<file path="src/design/cost_ctrl_pkg.sv">
// Cost engine control types
package cost_ctrl_pkg;

    // Control FSM states
    typedef enum logic [2:0] {
        IDLE,
        ROW_ACK,
        ROW_REL,
        CALC,
        UPDATE,
        RES_REQ,
        RES_REL
    } ctrl_state_t;

endpackage

</file>
<file path="src/design/cost_ctrl_fsm.sv">
// Cost engine control FSM
`timescale 1ns/1ps

module cost_ctrl_fsm (
    input  logic clk,
    input  logic rst_n,
    input  logic row_req_i,
    input  logic row_last_i,
    input  logic res_ack_i,
    input  logic row_full_i,
    input  logic cand_last_i,
    input  logic calc_done_i,
    output logic row_ack_o,
    output logic row_capture_o,
    output logic calc_start_o,
    output logic best_update_o,
    output logic best_clear_o,
    output logic res_req_o
);

    cost_ctrl_pkg::ctrl_state_t state_q;
    cost_ctrl_pkg::ctrl_state_t state_d;
    // Last row of the sequence has been captured
    logic                       seq_end_q;

    // --------------------
    // Next state
    always_comb begin
        state_d = state_q;
        case (state_q)
            cost_ctrl_pkg::IDLE: begin
                if (row_req_i) begin
                    state_d = cost_ctrl_pkg::ROW_ACK;
                end
            end
            cost_ctrl_pkg::ROW_ACK: begin
                if (!row_req_i) begin
                    state_d = cost_ctrl_pkg::ROW_REL;
                end
            end
            cost_ctrl_pkg::ROW_REL: begin
                // Score the block once all four rows are in
                if (row_full_i) begin
                    state_d = cost_ctrl_pkg::CALC;
                end else begin
                    state_d = cost_ctrl_pkg::IDLE;
                end
            end
            cost_ctrl_pkg::CALC: begin
                if (calc_done_i) begin
                    state_d = cost_ctrl_pkg::UPDATE;
                end
            end
            cost_ctrl_pkg::UPDATE: begin
                if (seq_end_q || cand_last_i) begin
                    state_d = cost_ctrl_pkg::RES_REQ;
                end else begin
                    state_d = cost_ctrl_pkg::IDLE;
                end
            end
            cost_ctrl_pkg::RES_REQ: begin
                if (res_ack_i) begin
                    state_d = cost_ctrl_pkg::RES_REL;
                end
            end
            cost_ctrl_pkg::RES_REL: begin
                if (!res_ack_i) begin
                    state_d = cost_ctrl_pkg::IDLE;
                end
            end
            default: begin
                state_d = cost_ctrl_pkg::IDLE;
            end
        endcase
    end

    // --------------------
    // State and sequence end flag
    always_ff @(posedge clk or negedge rst_n) begin
        if (!rst_n) begin
            state_q   <= cost_ctrl_pkg::IDLE;
            seq_end_q <= 1'b0;
        end else begin
            state_q <= state_d;
            if (best_clear_o) begin
                seq_end_q <= 1'b0;
            end else if (row_capture_o && row_last_i) begin
                seq_end_q <= 1'b1;
            end
        end
    end

    // Outputs decoded from the state register
    assign row_capture_o = (state_q == cost_ctrl_pkg::IDLE) && row_req_i;
    assign row_ack_o     = (state_q == cost_ctrl_pkg::ROW_ACK);
    assign calc_start_o  = (state_q == cost_ctrl_pkg::ROW_REL) && row_full_i;
    assign best_update_o = (state_q == cost_ctrl_pkg::UPDATE);
    assign res_req_o     = (state_q == cost_ctrl_pkg::RES_REQ);
    // Tracker clears once the host has released its ack
    assign best_clear_o  = (state_q == cost_ctrl_pkg::RES_REL) && !res_ack_i;

endmodule

</file>
<file path="config.mk">
export PLATFORM = sky130hd
export DESIGN_NAME = cost_ctrl_fsm
export DESIGN_NICKNAME = d
export VERILOG_FILES = /design/src/design/cost_ctrl_pkg.sv /design/src/design/cost_ctrl_fsm.sv
export SDC_FILE = /design/constraint.sdc
export NUM_CORES = 1
export LEC_CHECK = 0
export ABC_CLOCK_PERIOD_IN_PS = 2600
export BUFFER_PORTS_ARGS = -buffer_cell sky130_fd_sc_hd__buf_2
export CORE_AREA = 2 2 39 41
export DETAILED_ROUTE_END_ITERATION = 6
export DIE_AREA = 0 0 41 43
export GPL_TIMING_DRIVEN = 0
export HOLD_SLACK_MARGIN = 0.03
export PLACE_DENSITY = 0.47
export SLEW_MARGIN = 20
export SYNTH_ARGS = -nofsm -noshare
export SYNTH_HDL_FRONTEND = slang
export SYNTH_SLANG_ARGS = --single-unit
</file>
<file path="constraint.sdc">
create_clock -name clk -period 2.6 [get_ports clk]
set_clock_uncertainty 0.1 [all_clocks]
set_input_delay 0.13 -clock clk [delete_from_list [all_inputs] [get_ports clk]]
set_output_delay 0.13 -clock clk [all_outputs]
set_load 0.01 [all_outputs]
</file>
## Word-level counts from Yosys, hierarchy flattened

Cells that the tools add are included.

| word-level totals | value |
|---|---|
| bits in registers | 4 |
| input port bits | 8 |
| output and inout bits | 6 |
| word-level logic and storage cells | 32 |

| operators by class | value |
|---|---|
| reduce and logical (&&, ||, !) cells | 9 |
| eq/ne operators | 11 |
| multiplexer cells | 10 |

Operators with widths:

| kind | count |
|---|---|
| 3-bit case mux with 7 select lines | 1 |
| 3-bit two-way mux | 6 |
| 2-bit != test, second input constant | 5 |
| 3-bit == test, second input constant | 3 |
| 3-bit by 2-bit == test with 1-bit output, second input constant | 2 |
| 5-bit AND reduction | 1 |
| 1-bit logical AND | 4 |
| 3-bit by 1-bit == test with 1-bit output, second input constant | 1 |
| 3-bit zero test | 1 |
| 1-bit two-way mux | 2 |
| 2-bit two-way mux | 1 |
| 2-bit nonzero test | 1 |
| 1-bit zero test | 1 |
| 1-bit logical OR | 1 |

## Logic depth before layout (Yosys ltp)

Gate-level depths: netlist of the first run.

| logic depth | value |
|---|---|
| depth after elaboration | 5 |
| depth in mapped cells | 5 |
| depth with buffers taken out | 4 |

## Worst setup path after synthesis of the first run

No wires, ideal clock.

| timing path | value |
|---|---|
| path kind | register -> register |
| start | register state_q[2] |
| end | register state_q[1] |
| cell stages (with the launch flop) | 6 |
| library setup time | 0.133 ns |
| arrival | 1.108 ns |
| buffers on the path | 1 |
| clock period less this slack | 1.341 ns |
| path slack | 1.259 ns |
| required time | 2.367 ns |
| path through | dfrtp_1 buf_6 nand2b_4 and3_4 o31ai_2 o21ai_0 |

| on the way | value |
|---|---|
| cells in the longest elaborated chain, start to end | 3 |
| elaborated cells on any way between the ends | 14 |

RTL lines:

| item | line | RTL |
|---|---|---|
| start, declared | cost_ctrl_fsm.sv:21 | `cost_ctrl_pkg::ctrl_state_t state_q;` |
| start signal, assigned | cost_ctrl_fsm.sv:81 | `state_q <= cost_ctrl_pkg::IDLE;` |
| start signal, assigned | cost_ctrl_fsm.sv:84 | `state_q <= state_d;` |
| 3-bit by 2-bit == test with 1-bit output, or another cell as far along | cost_ctrl_fsm.sv:30 | `case (state_q)` |
| 2-bit != test (no source line) | -- |  |
| 5-bit AND reduction (no source line) | -- |  |

Several ways; a longest one is shown, not always the timed one.
A chain may end at the register's enable or synchronous reset.

## Worst setup path after layout of the first run

| timing path | value |
|---|---|
| start | register state_q[0] |
| end | output row_capture_o |

| on the way | value |
|---|---|
| cells in the longest elaborated chain, start to end | 2 |

RTL lines:

| item | line | RTL |
|---|---|---|
| 3-bit zero test | cost_ctrl_fsm.sv:94 | `assign row_capture_o = (state_q == cost_ctrl_pkg::IDLE) && row_req_i;` |
| 1-bit logical AND | cost_ctrl_fsm.sv:94 |  |
| end, declared | cost_ctrl_fsm.sv:14 | `output logic row_capture_o,` |

Every way passes these cells.

==> flow_summary.yaml, run 1 <==
die:
  start_util_pct: 22.6
  die-area_sq_um: 1760
  die_x_um: 41
  row_count: 14
  core_sq_um: 1380
  ios: 14
  die_h_um: 43
timing:
  finalSetupViolations: 0
  rsz0062_at_grt: "false"
  min_period_over_period_pct: 58.8
  max_slew_margin_pct: 75.6
  hold_viol: 0
  drv_slew: 0
  worstMarginPinSlew_ns: 0.366
  tns_ns: 0
  min_period_ns: 1.53
  max_freq_mhz: 654
  timing.hold.ws_ns: 0.0498
layout:
  area.growth.synth_to_final_pct: 37.6
  drive_gt1_share_pct: 40.7
  layout_commonest_cell: "buf_2"
  nets: 64
  final_cell_mix: "13 x buf_2, 6 x nor2_1, 4 x dfrtp_1"
  fillers: 159
  final_area_sq_um: 430
  diodes: 0
worst_setup_path:
  cp-end-kind: "output pin"
  reg2reg_slack_ns: 1.18
  r2r-end: "state_q[0]"
  critPathLaunchType: "flop"
  regToRegStartpoint: "state_q[2]"
  reg2reg_depth: 5
  cp_data_arrival_time_ns: 1.30
  worstPathMaxFanout: 10
  critPathRequiredTime_ns: 2.37
  crit_type: "reg -> out"
clocking:
  cts_buffers: 3
  cts.path.max_buffers: 2
  cts_resized: 0
  clkSinkCount: 4
  htreeDepth: 1
  ctsHoldBuffers: 1
  cts_root_buf: "clkbuf_4"
  clk_pin_slew_ns: 0.04
  cts_tree: "yes"
  post_cts_buffers: 0
  clk-insertion-delay-late_ns: 0.23
min_path:
  min_from: "row_last_i"
  hold_end: "seq_end_q"
  hold_path.class: "in -> reg"
  min_path_cells: 3
job:
  maxCapViolCount: 0
power:
  worst_ir_drop_vdd_mv: 0.391
  power_leakage_nw: 0.210
  cellPowerDensity_nw_per_um2: 1130
place:
  numPortBuffers: 13
  placed_area_sq_um: 398
  gp_congestion: 0.635
  dp_hpwl_um: 570
synthesis:
  ys_seq_elements: 4
  netlist_area_sq_um: 313
  avgSynthCellArea_sq_um: 8.45
  ys_warn_count: 0
  syn_inst: 37
  synth_fp_nets: 45
  synth-seq-area-share_pct: 32.0
  synthDistinctLibCells: 22
route:
  wl_um: 716
  drt_iter0_drc: 4
  wl_per_cell_um: 10.2
  drc: 0
  ant_nets: 0
  drtPass1Iterations: 4
  dr_total_vias: 322
  avgViaCountPerCell: 4.60
global_routing:
  overflow: 0
  grt_max_degree: 11
  grt_pass1_vias: 264
  antenna_found_initial: 0
  grt_usage_pct: 8.68
  grt_pass1_wl_um: 986
outcome:
  status: "complete, no violations"
-- state kept, by name, indices dropped and copies added, names as in the netlist --
register,count
seq_end_q,1
state_q,3
-- layer usage --
layer / share of wire, % / track usage (%)
met5: 0 / 0
met4: 2.9 / 8.00
met3: 5.3 / 1.57
met2: 42 / 11.6
met1: 50 / 11.1
-- critical path: stages (launching register included) --
cell,delay [ns]
dfrtp_1,0.40
clkbuf_1,0.22
nor3_1,0.27
buf_2,0.18
-- per-stage QoR --
| stage | worst slack [ns] | instances | util (%) | power (mW) |
|---|---|---|---|---|
| after detailed placement | 1.18 | 66 | 28.8 | 0.411 |
| after global placement | 1.13 | 66 | 28.8 | 0.413 |
| after global routing | 0.934 | 70 | 31.1 | 0.530 |
| after floorplan | 1.26 | 37 | - | 0.335 |
| final | 1.07 | 70 | 31.1 | 0.485 |
| after CTS | 1.04 | 70 | 31.1 | 0.492 |
-- synthesized netlist by cell type --
| cell type | count | area [sq um] |
|---|---|---|
| nor3_1 | 2 | 10.0 |
| buf_6 | 1 | 11.3 |
| a31oi_1 | 1 | 6.26 |
| a221oi_1 | 1 | 8.76 |
| o31ai_2 | 1 | 12.5 |
| o311ai_0 | 1 | 8.76 |
| nand2b_2 | 1 | 8.76 |
| a21oi_1 | 3 | 15.0 |
| dfrtp_1 | 4 | 100 |
| nor3b_1 | 1 | 7.51 |
| o22a_1 | 1 | 8.76 |
| nand2b_1 | 2 | 12.5 |
| inv_1 | 2 | 7.51 |
| nor2_1 | 6 | 22.5 |
| o21ai_1 | 1 | 5.00 |
| o21ai_0 | 2 | 10.0 |
| and3_1 | 2 | 12.5 |
| and3_4 | 1 | 11.3 |
| and3b_1 | 1 | 8.76 |
| nand2b_4 | 1 | 13.8 |
| clkbuf_1 | 1 | 3.75 |
| and3_2 | 1 | 7.51 |
-- how the worst max path moves through the flow --
stage	start	endpoint	cells after the start	slack [ns]
2_1_floorplan	state_q[2]	state_q[1]	5	1.26
4_1_cts	state_q[0]	row_capture_o	3	1.04
6_report	state_q[0]	row_capture_o	3	1.07
5_1_grt	state_q[0]	row_capture_o	3	0.93
3_3_place_gp	state_q[0]	state_q[2]	3	1.13
3_5_place_dp	state_q[2]	state_q[1]	5	1.18
-- cells by family (layout without fill, tap and decap cells) --
kind of cell           Yosys count  count (layout)  share of synthesized area [%]
AND/OR/NAND/NOR                 18              18                           36.8
AO/OA/AOI/OAI                   11              11                           24.0
flip-flops                       4               4                           32.0
buffers and inverters            4              21                           7.20
-- layout make-up --
type	instances	area [sq um]	area share (%)
Multi-Input combinational cell	29	190	44.2
Sequential cell	4	100	23.3
Timing Repair Buffer	14	75.1	17.4
Clock buffer	3	22.5	5.23
Tap cell	16	20.0	4.65
Buffer	2	15.0	3.49
Inverter	2	7.51	1.74
-- power by group --
part           leakage [nW]  internal (mW)  switching [mW]
Clock                0.0138         0.0516          0.0244
Sequential           0.0471         0.0943          0.0354
Combinational         0.149          0.140           0.140
Power figures use the tool's default switching activity.
==> run 2: changes to the inputs <==
--- a/config.mk
+++ b/config.mk
@@ -5,14 +5,14 @@
 export SDC_FILE = /design/constraint.sdc
 export NUM_CORES = 1
 export LEC_CHECK = 0
-export ABC_CLOCK_PERIOD_IN_PS = 2600
+export ABC_CLOCK_PERIOD_IN_PS = 1300
 export BUFFER_PORTS_ARGS = -buffer_cell sky130_fd_sc_hd__buf_2
 export CORE_AREA = 2 2 39 41
 export DETAILED_ROUTE_END_ITERATION = 6
 export DIE_AREA = 0 0 41 43
 export GPL_TIMING_DRIVEN = 0
 export HOLD_SLACK_MARGIN = 0.03
-export PLACE_DENSITY = 0.47
+export PLACE_DENSITY = 0.48
 export SLEW_MARGIN = 20
 export SYNTH_ARGS = -nofsm -noshare
 export SYNTH_HDL_FRONTEND = slang
==> constraint.sdc (replaced) <==
create_clock -name clk -period 1.3 [get_ports clk]
set_clock_uncertainty 0.1 [all_clocks]
set_input_delay 0.065 -clock clk [delete_from_list [all_inputs] [get_ports clk]]
set_output_delay 0.065 -clock clk [all_outputs]
set_load 0.01 [all_outputs]
==> run 2 against run 1 <==
The run now ends with setup timing left. Total power increased by 140%. First-iteration DRC count decreased by 25%. Sequential power increased by 120%. Hold slack improved by 0.011 ns. Critical path depth increased by 2. Count of clock-buffer cells in the layout unchanged. Sequential share of layout area decreased by 3.5 points. Cell count increased by 7.1%. Register-to-register slack got worse by 1.3 ns. Non-clock buffer count increased by 5. Worst setup slack got worse by 1.2 ns. Via count increased by 7.5%. Largest cell class unchanged.
==> flow_summary.yaml, run 2 (synthesis gave the netlist of run 1 again) <==
power:
  worst_ir_drop_vdd_mv: 0.777
  cellPowerDensity_nw_per_um2: 2290
  power_leakage_nw: 0.249
min_path:
  hold_path.class: "in -> async"
clocking:
  cts_buffers: 3
  cts_root_buf: "clkbuf_4"
  htreeDepth: 1
  clkSinkCount: 4
  cts.path.max_buffers: 2
  clk-insertion-delay-late_ns: 0.23
  cts_tree: "yes"
  clk_pin_slew_ns: 0.04
layout:
  top_regs: "state_q: 3 flops, seq_end_q: 1 flops"
  nets: 69
  final_cell_mix: "13 x buf_2, 5 x nor2_1, 4 x clkbuf_4"
  largest_reg_flops: 3
  drive_gt1_share_pct: 55.9
  diodes: 0
  final_area_sq_um: 514
  area.growth.synth_to_final_pct: 64.4
  top_register: "state_q"
  layout_commonest_cell: "buf_2"
global_routing:
  grt_max_degree: 11
  grt_pass1_wl_mm: 1.31
  grt_usage_pct: 10.9
  grt_pass1_vias: 357
  overflow: 0
  antenna_found_initial: 0
outcome:
  status: "complete, but fails checks"
  violations: "setup timing"
route:
  ant_nets: 0
  drtPass1Iterations: 2
  avgViaCountPerCell: 4.61
  wl_um: 787
  drt_iter0_drc: 3
  drc: 0
  dr_total_vias: 346
  wl_per_cell_um: 10.5
worst_setup_path:
  regToRegStartpoint: "state_q[2]"
  cp_data_arrival_time_ns: 1.41
  reg2reg_slack_ns: -0.10
  critPathRequiredTime_ns: 1.31
  reg2reg_depth: 5
  cp-end-kind: "flop"
  critPathLaunchType: "flop"
  r2r-end: "state_q[0]"
  crit_type: "reg -> reg"
  worstPathMaxFanout: 9
timing:
  max_freq_mhz: 713
  tns_ns: -0.341
  min_period_over_period_pct: 108
  worstMarginPinSlew_ns: 0.238
  max_slew_margin_pct: 83.9
  rsz0062_at_grt: "true"
  drv_slew: 0
  min_period_ns: 1.40
  hold_viol: 0
  setup_ws_ns: -0.102
  finalSetupViolations: 6
die:
  ios: 14
  row_count: 14
  start_util_pct: 22.6
  core_sq_um: 1380
  die_x_um: 41
  die-area_sq_um: 1760
  die_h_um: 43
place:
  dp_hpwl_um: 588
  numPortBuffers: 13
  placed_area_sq_um: 410
  gp_congestion: 0.688
job:
  maxCapViolCount: 0
run 2: changes by cell type in the layout (fill, tap and decap cells not counted), moves of 2 or more:
cell / before / now
buf_4: 0 / 3
o21ai_0: 2 / 0
nor3_2: 0 / 2
nor3_1: 2 / 0
run 2: critical path: stages (launching register included):
cell and delay (ns):
dfrtp_1 0.38, buf_6 0.14, and3b_1 0.18, o21ai_2 0.18, o31ai_4 0.10, o22a_1 0.21
run 2: area by class of cell:
cell class                      count  area (sq um)
Fill cell                         163           870
Multi-Input combinational cell     29           223
Timing Repair Buffer               19           115
Sequential cell                     4           101
Buffer                              2          25.0
Clock buffer                        3          22.5
Tap cell                           16          20.0
Inverter                            2          7.51
run 2: report_power, final:
group,switching [mW],internal [mW]
clock network,0.0438,0.103
registers,0.0997,0.191
logic,0.334,0.404
run 2: worst max-delay path by stage:
stage	slack, ns	end	startpoint
2_1_floorplan	-0.02	state_q[0]	state_q[2]
3_3_place_gp	-0.12	state_q[2]	state_q[0]
3_5_place_dp	-0.11	state_q[0]	state_q[2]
4_1_cts	-0.10	state_q[0]	state_q[2]
5_1_grt	-0.16	state_q[0]	state_q[2]
6_report	-0.10	state_q[0]	state_q[2]
run 2: through the flow:
step / hold slack [ns] / power [mW] / util, % / setup slack (ns) / std cells
2_1_floorplan: -0.331 / 0.718 / - / -0.0242 / 37
3_3_place_gp: -0.226 / 0.875 / 29.7 / -0.123 / 66
3_5_place_dp: -0.227 / 0.873 / 29.7 / -0.110 / 66
4_1_cts: 0.0555 / 1.16 / 36.6 / -0.105 / 74
5_1_grt: 0.0718 / 1.28 / 37.2 / -0.159 / 75
6_report: 0.0603 / 1.18 / 37.2 / -0.102 / 75
run 2: timing repair:
action                     CTS  global route
setup endpoints to repair    9             9
hold endpoints to repair     5             0
gates resized for setup      9             1
pin swaps                    4             2
buffers inserted             2             1
gates cloned                 1             0
hold buffers                 2             0
run 2: layer usage:
layer | up-vias | part of all wire [%] | track usage, %
met4 | 0 | 0 | 6.00
met1 | 159 | 42 | 12.0
met3 | 0 | 5.7 | 1.57
li1 | 179 | - | -
met5 | - | 0 | 0
met2 | 8 | 53 | 18.4
==> run 3: changes to the inputs <==
--- a/config.mk
+++ b/config.mk
@@ -5,6 +5,7 @@
 export SDC_FILE = /design/constraint.sdc
 export NUM_CORES = 1
 export LEC_CHECK = 0
+export ABC_AREA = 1
 export ABC_CLOCK_PERIOD_IN_PS = 1300
 export BUFFER_PORTS_ARGS = -buffer_cell sky130_fd_sc_hd__buf_2
 export CORE_AREA = 2 2 39 41
@@ -12,7 +13,7 @@
 export DIE_AREA = 0 0 41 43
 export GPL_TIMING_DRIVEN = 0
 export HOLD_SLACK_MARGIN = 0.03
-export PLACE_DENSITY = 0.48
+export PLACE_DENSITY = 0.52
 export SLEW_MARGIN = 20
 export SYNTH_ARGS = -nofsm -noshare
 export SYNTH_HDL_FRONTEND = slang
==> run 3 against run 2 <==
The flow now finishes without violations. Flip-flop and latch count unchanged. Via count rose by 17%. Count of clock-buffer cells in the layout did not move. Worst setup slack better by 0.11 ns. Combinational power up 23%. Sequential share of layout area decreased by 3.3 points. Maximum frequency rose by 8.3%. Core utilization increased by 8.0 points. Cell count rose by 25%. Total power is 9.6% higher. Register-to-register slack better by 0.11 ns.
==> flow_summary.yaml, run 3 <==
synthesis:
  ys_warn_count: 0
  synth_fp_nets: 59
  avgSynthCellArea_sq_um: 7.02
  synth-seq-area-share_pct: 28.0
  netlist_area_sq_um: 358
  async_flop_share_pct: 100
  syn_inst: 51
  synthDistinctLibCells: 16
  synth_common_cells: "11 x nand2_1, 7 x inv_1, 5 x nand2_2, 5 x nand3_1"
  ys_top_cells_by_area: "dfrtp_1 28%, nand2_1 12%, nand2_2 8.7%, inv_1 7.3%, nand3_1 7.0%"
  ys_seq_elements: 4
  yosysTopAreaCell: "dfrtp_1"
  synth_edf_count: 0
  yosysMostFrequentCell: "nand2_1"
  yosys_most_used_dff: "dfrtp_1"
  synth_top_area_share_pct: 28.0
layout:
  largest_reg_flops: 3
  fillers: 136
  utilization_pct: 45.2
  top_register: "state_q"
  diodes: 0
  nets: 88
  layout_commonest_cell: "buf_2"
  drive_gt1_share_pct: 66.7
  final_area_sq_um: 626
  final_cell_mix: "11 x buf_2, 9 x nand2_1, 7 x nand2_2, 7 x buf_4, 6 x inv_1"
  top_regs: "state_q: 3 flops, seq_end_q: 1 flops"
  area.growth.synth_to_final_pct: 74.8
timing:
  min_period_ns: 1.29
  min_period_over_period_pct: 99.6
  finalSetupViolations: 0
  tns_ns: 0
  max_slew_margin_pct: 85.6
  max_freq_mhz: 772
  setup_ws_ns: 0.00522
  drv_slew: 0
  hold_viol: 0
  rsz0062_at_grt: "true"
  worstMarginPinSlew_ns: 0.214
place:
  placed_area_sq_um: 443
  pre_cts_ws_ns: 0.0490
  numPortBuffers: 13
  dp_hpwl_um: 585
  gp_congestion: 0.736
worst_setup_path:
  crit_type: "reg -> reg"
  crit_cells: 9
  path_buf_inv: 1
  cp_top_family: "simple AND/OR/NAND/NOR gates"
  crit_slowest_cell: "dfrtp_2"
  cpPeakStageDelay_ns: 0.45
  path_cells: "buf_6 -> nand2_2 -> nor2_2 -> nand2_1 -> nand2_2 -> nor2_4 -> nand2_2 -> nand2_1 -> nand2_1"
  worstPathMaxFanout: 4
  critPathLaunchType: "flop"
  reg2reg_depth: 9
  cp_data_arrival_time_ns: 1.31
  cp-end-kind: "flop"
  critPathRequiredTime_ns: 1.31
die:
  die-area_sq_um: 1760
  core_sq_um: 1380
  start_util_pct: 25.9
  ios: 14
  row_count: 14
  die_x_um: 41
  die_h_um: 43
clocking:
  clk-insertion-delay-late_ns: 0.23
  clkSinkCount: 4
  cts_buffers: 3
  cts.path.max_buffers: 2
  htreeDepth: 1
  clk_pin_slew_ns: 0.04
  cts_tree: "yes"
  cts_root_buf: "clkbuf_4"
route:
  dr_total_vias: 405
  drc: 0
  wl_per_cell_um: 9.13
  drt_iter0_drc: 7
  ant_nets: 0
  avgViaCountPerCell: 4.31
  wl_um: 858
  drtPass1Iterations: 4
global_routing:
  grt_pass1_wl_mm: 1.23
  grt_max_degree: 9
  use_met3_pct: 4.71
  overflow: 0
  grt_pass1_vias: 318
  antenna_found_initial: 0
  gr-usage-met2_pct: 14.1
  grt.met1_usage_pct: 14.0
  grt-busiest-layer: "met2"
  grt_usage_pct: 10.1
outcome:
  status: "complete, no violations"
power:
  cellPowerDensity_nw_per_um2: 2060
  power_leakage_nw: 0.336
  worst_ir_drop_vdd_mv: 1.08
  p_total_mw: 1.29
job:
  maxCapViolCount: 0
min_path:
  hold_path.class: "in -> async"
## run 3: cell types whose count changed after synthesis, moves of 3 or more
cell,change
nand2_1,+11
inv_2,+4
nand2_2,+5
nor2_1,-5
nor2_2,+3
inv_1,+5
nand3_1,+5
## run 3: per-stage QoR
step,hold slack (ns),std cells
after floorplan,-0.331,51
after global placement,-0.230,80
after detailed placement,-0.227,80
after CTS,0.0588,93
after global routing,0.0780,94
final,0.0661,94
## run 3: kinds of logic after synthesis
kind of cell	after synthesis	share of synthesized area [%]
and+or+nand+nor	34	55.9
AOI/OAI and AO/OA	1	1.40
DFF	4	28.0
buffers and inverters	12	14.7
## run 3: final timing paths
check / to / from / slack, ns
setup reg to reg: state_q[2] / state_q[1] / 0.005
max in group asynchronous: state_q[2] / rst_n / 0.91
min in group clk: state_q[1] / row_req_i / 0.14
hold reg to reg: seq_end_q / seq_end_q / 0.42
setup / recovery: state_q[2] / state_q[1] / 0.005
hold / removal: state_q[0] / rst_n / 0.07
## run 3: area by class of cell
| cell class | count | area, sq um | area share (%) |
|---|---|---|---|
| multi-input cells | 35 | 250 | 40.0 |
| repair buffers | 24 | 173 | 27.6 |
| flip-flops and latches | 4 | 103 | 16.4 |
| inverters | 11 | 46.3 | 7.40 |
| clock buffers | 3 | 22.5 | 3.60 |
| well taps | 16 | 20.0 | 3.20 |
| plain buffers | 1 | 11.3 | 1.80 |
## run 3: timing repair
| action | 4_1_cts | 5_1_grt |
|---|---|---|
| gates resized for setup | 6 | 13 |
| pin swaps | 2 | 5 |
| endpoints found under the hold margin | 5 | 0 |
| hold buffers | 2 | 0 |
| setup endpoints to repair | 3 | 10 |
| setup buffers | 8 | 1 |
## run 3: power by group
group	leakage, nW	total, mW	switching (mW)	internal [mW]
Combinational	0.277	0.906	0.478	0.429
Clock	0.0138	0.147	0.0443	0.103
Sequential	0.0451	0.235	0.0500	0.185
## run 3: worst register-to-register path: stages (launching register included)
cell     delay [ns]
dfrtp_2        0.45
buf_6          0.14
nand2_2        0.05
nor2_2         0.04
nand2_1        0.06
nand2_2        0.07
nor2_4         0.12
nand2_2        0.06
nand2_1        0.05
nand2_1        0.05
## run 3: layer usage
layer	wire length, um	vias to the layer above
met4	0	0
met1	415	176
met5	0	-
li1	-	214
met2	385	15
met3	57	0
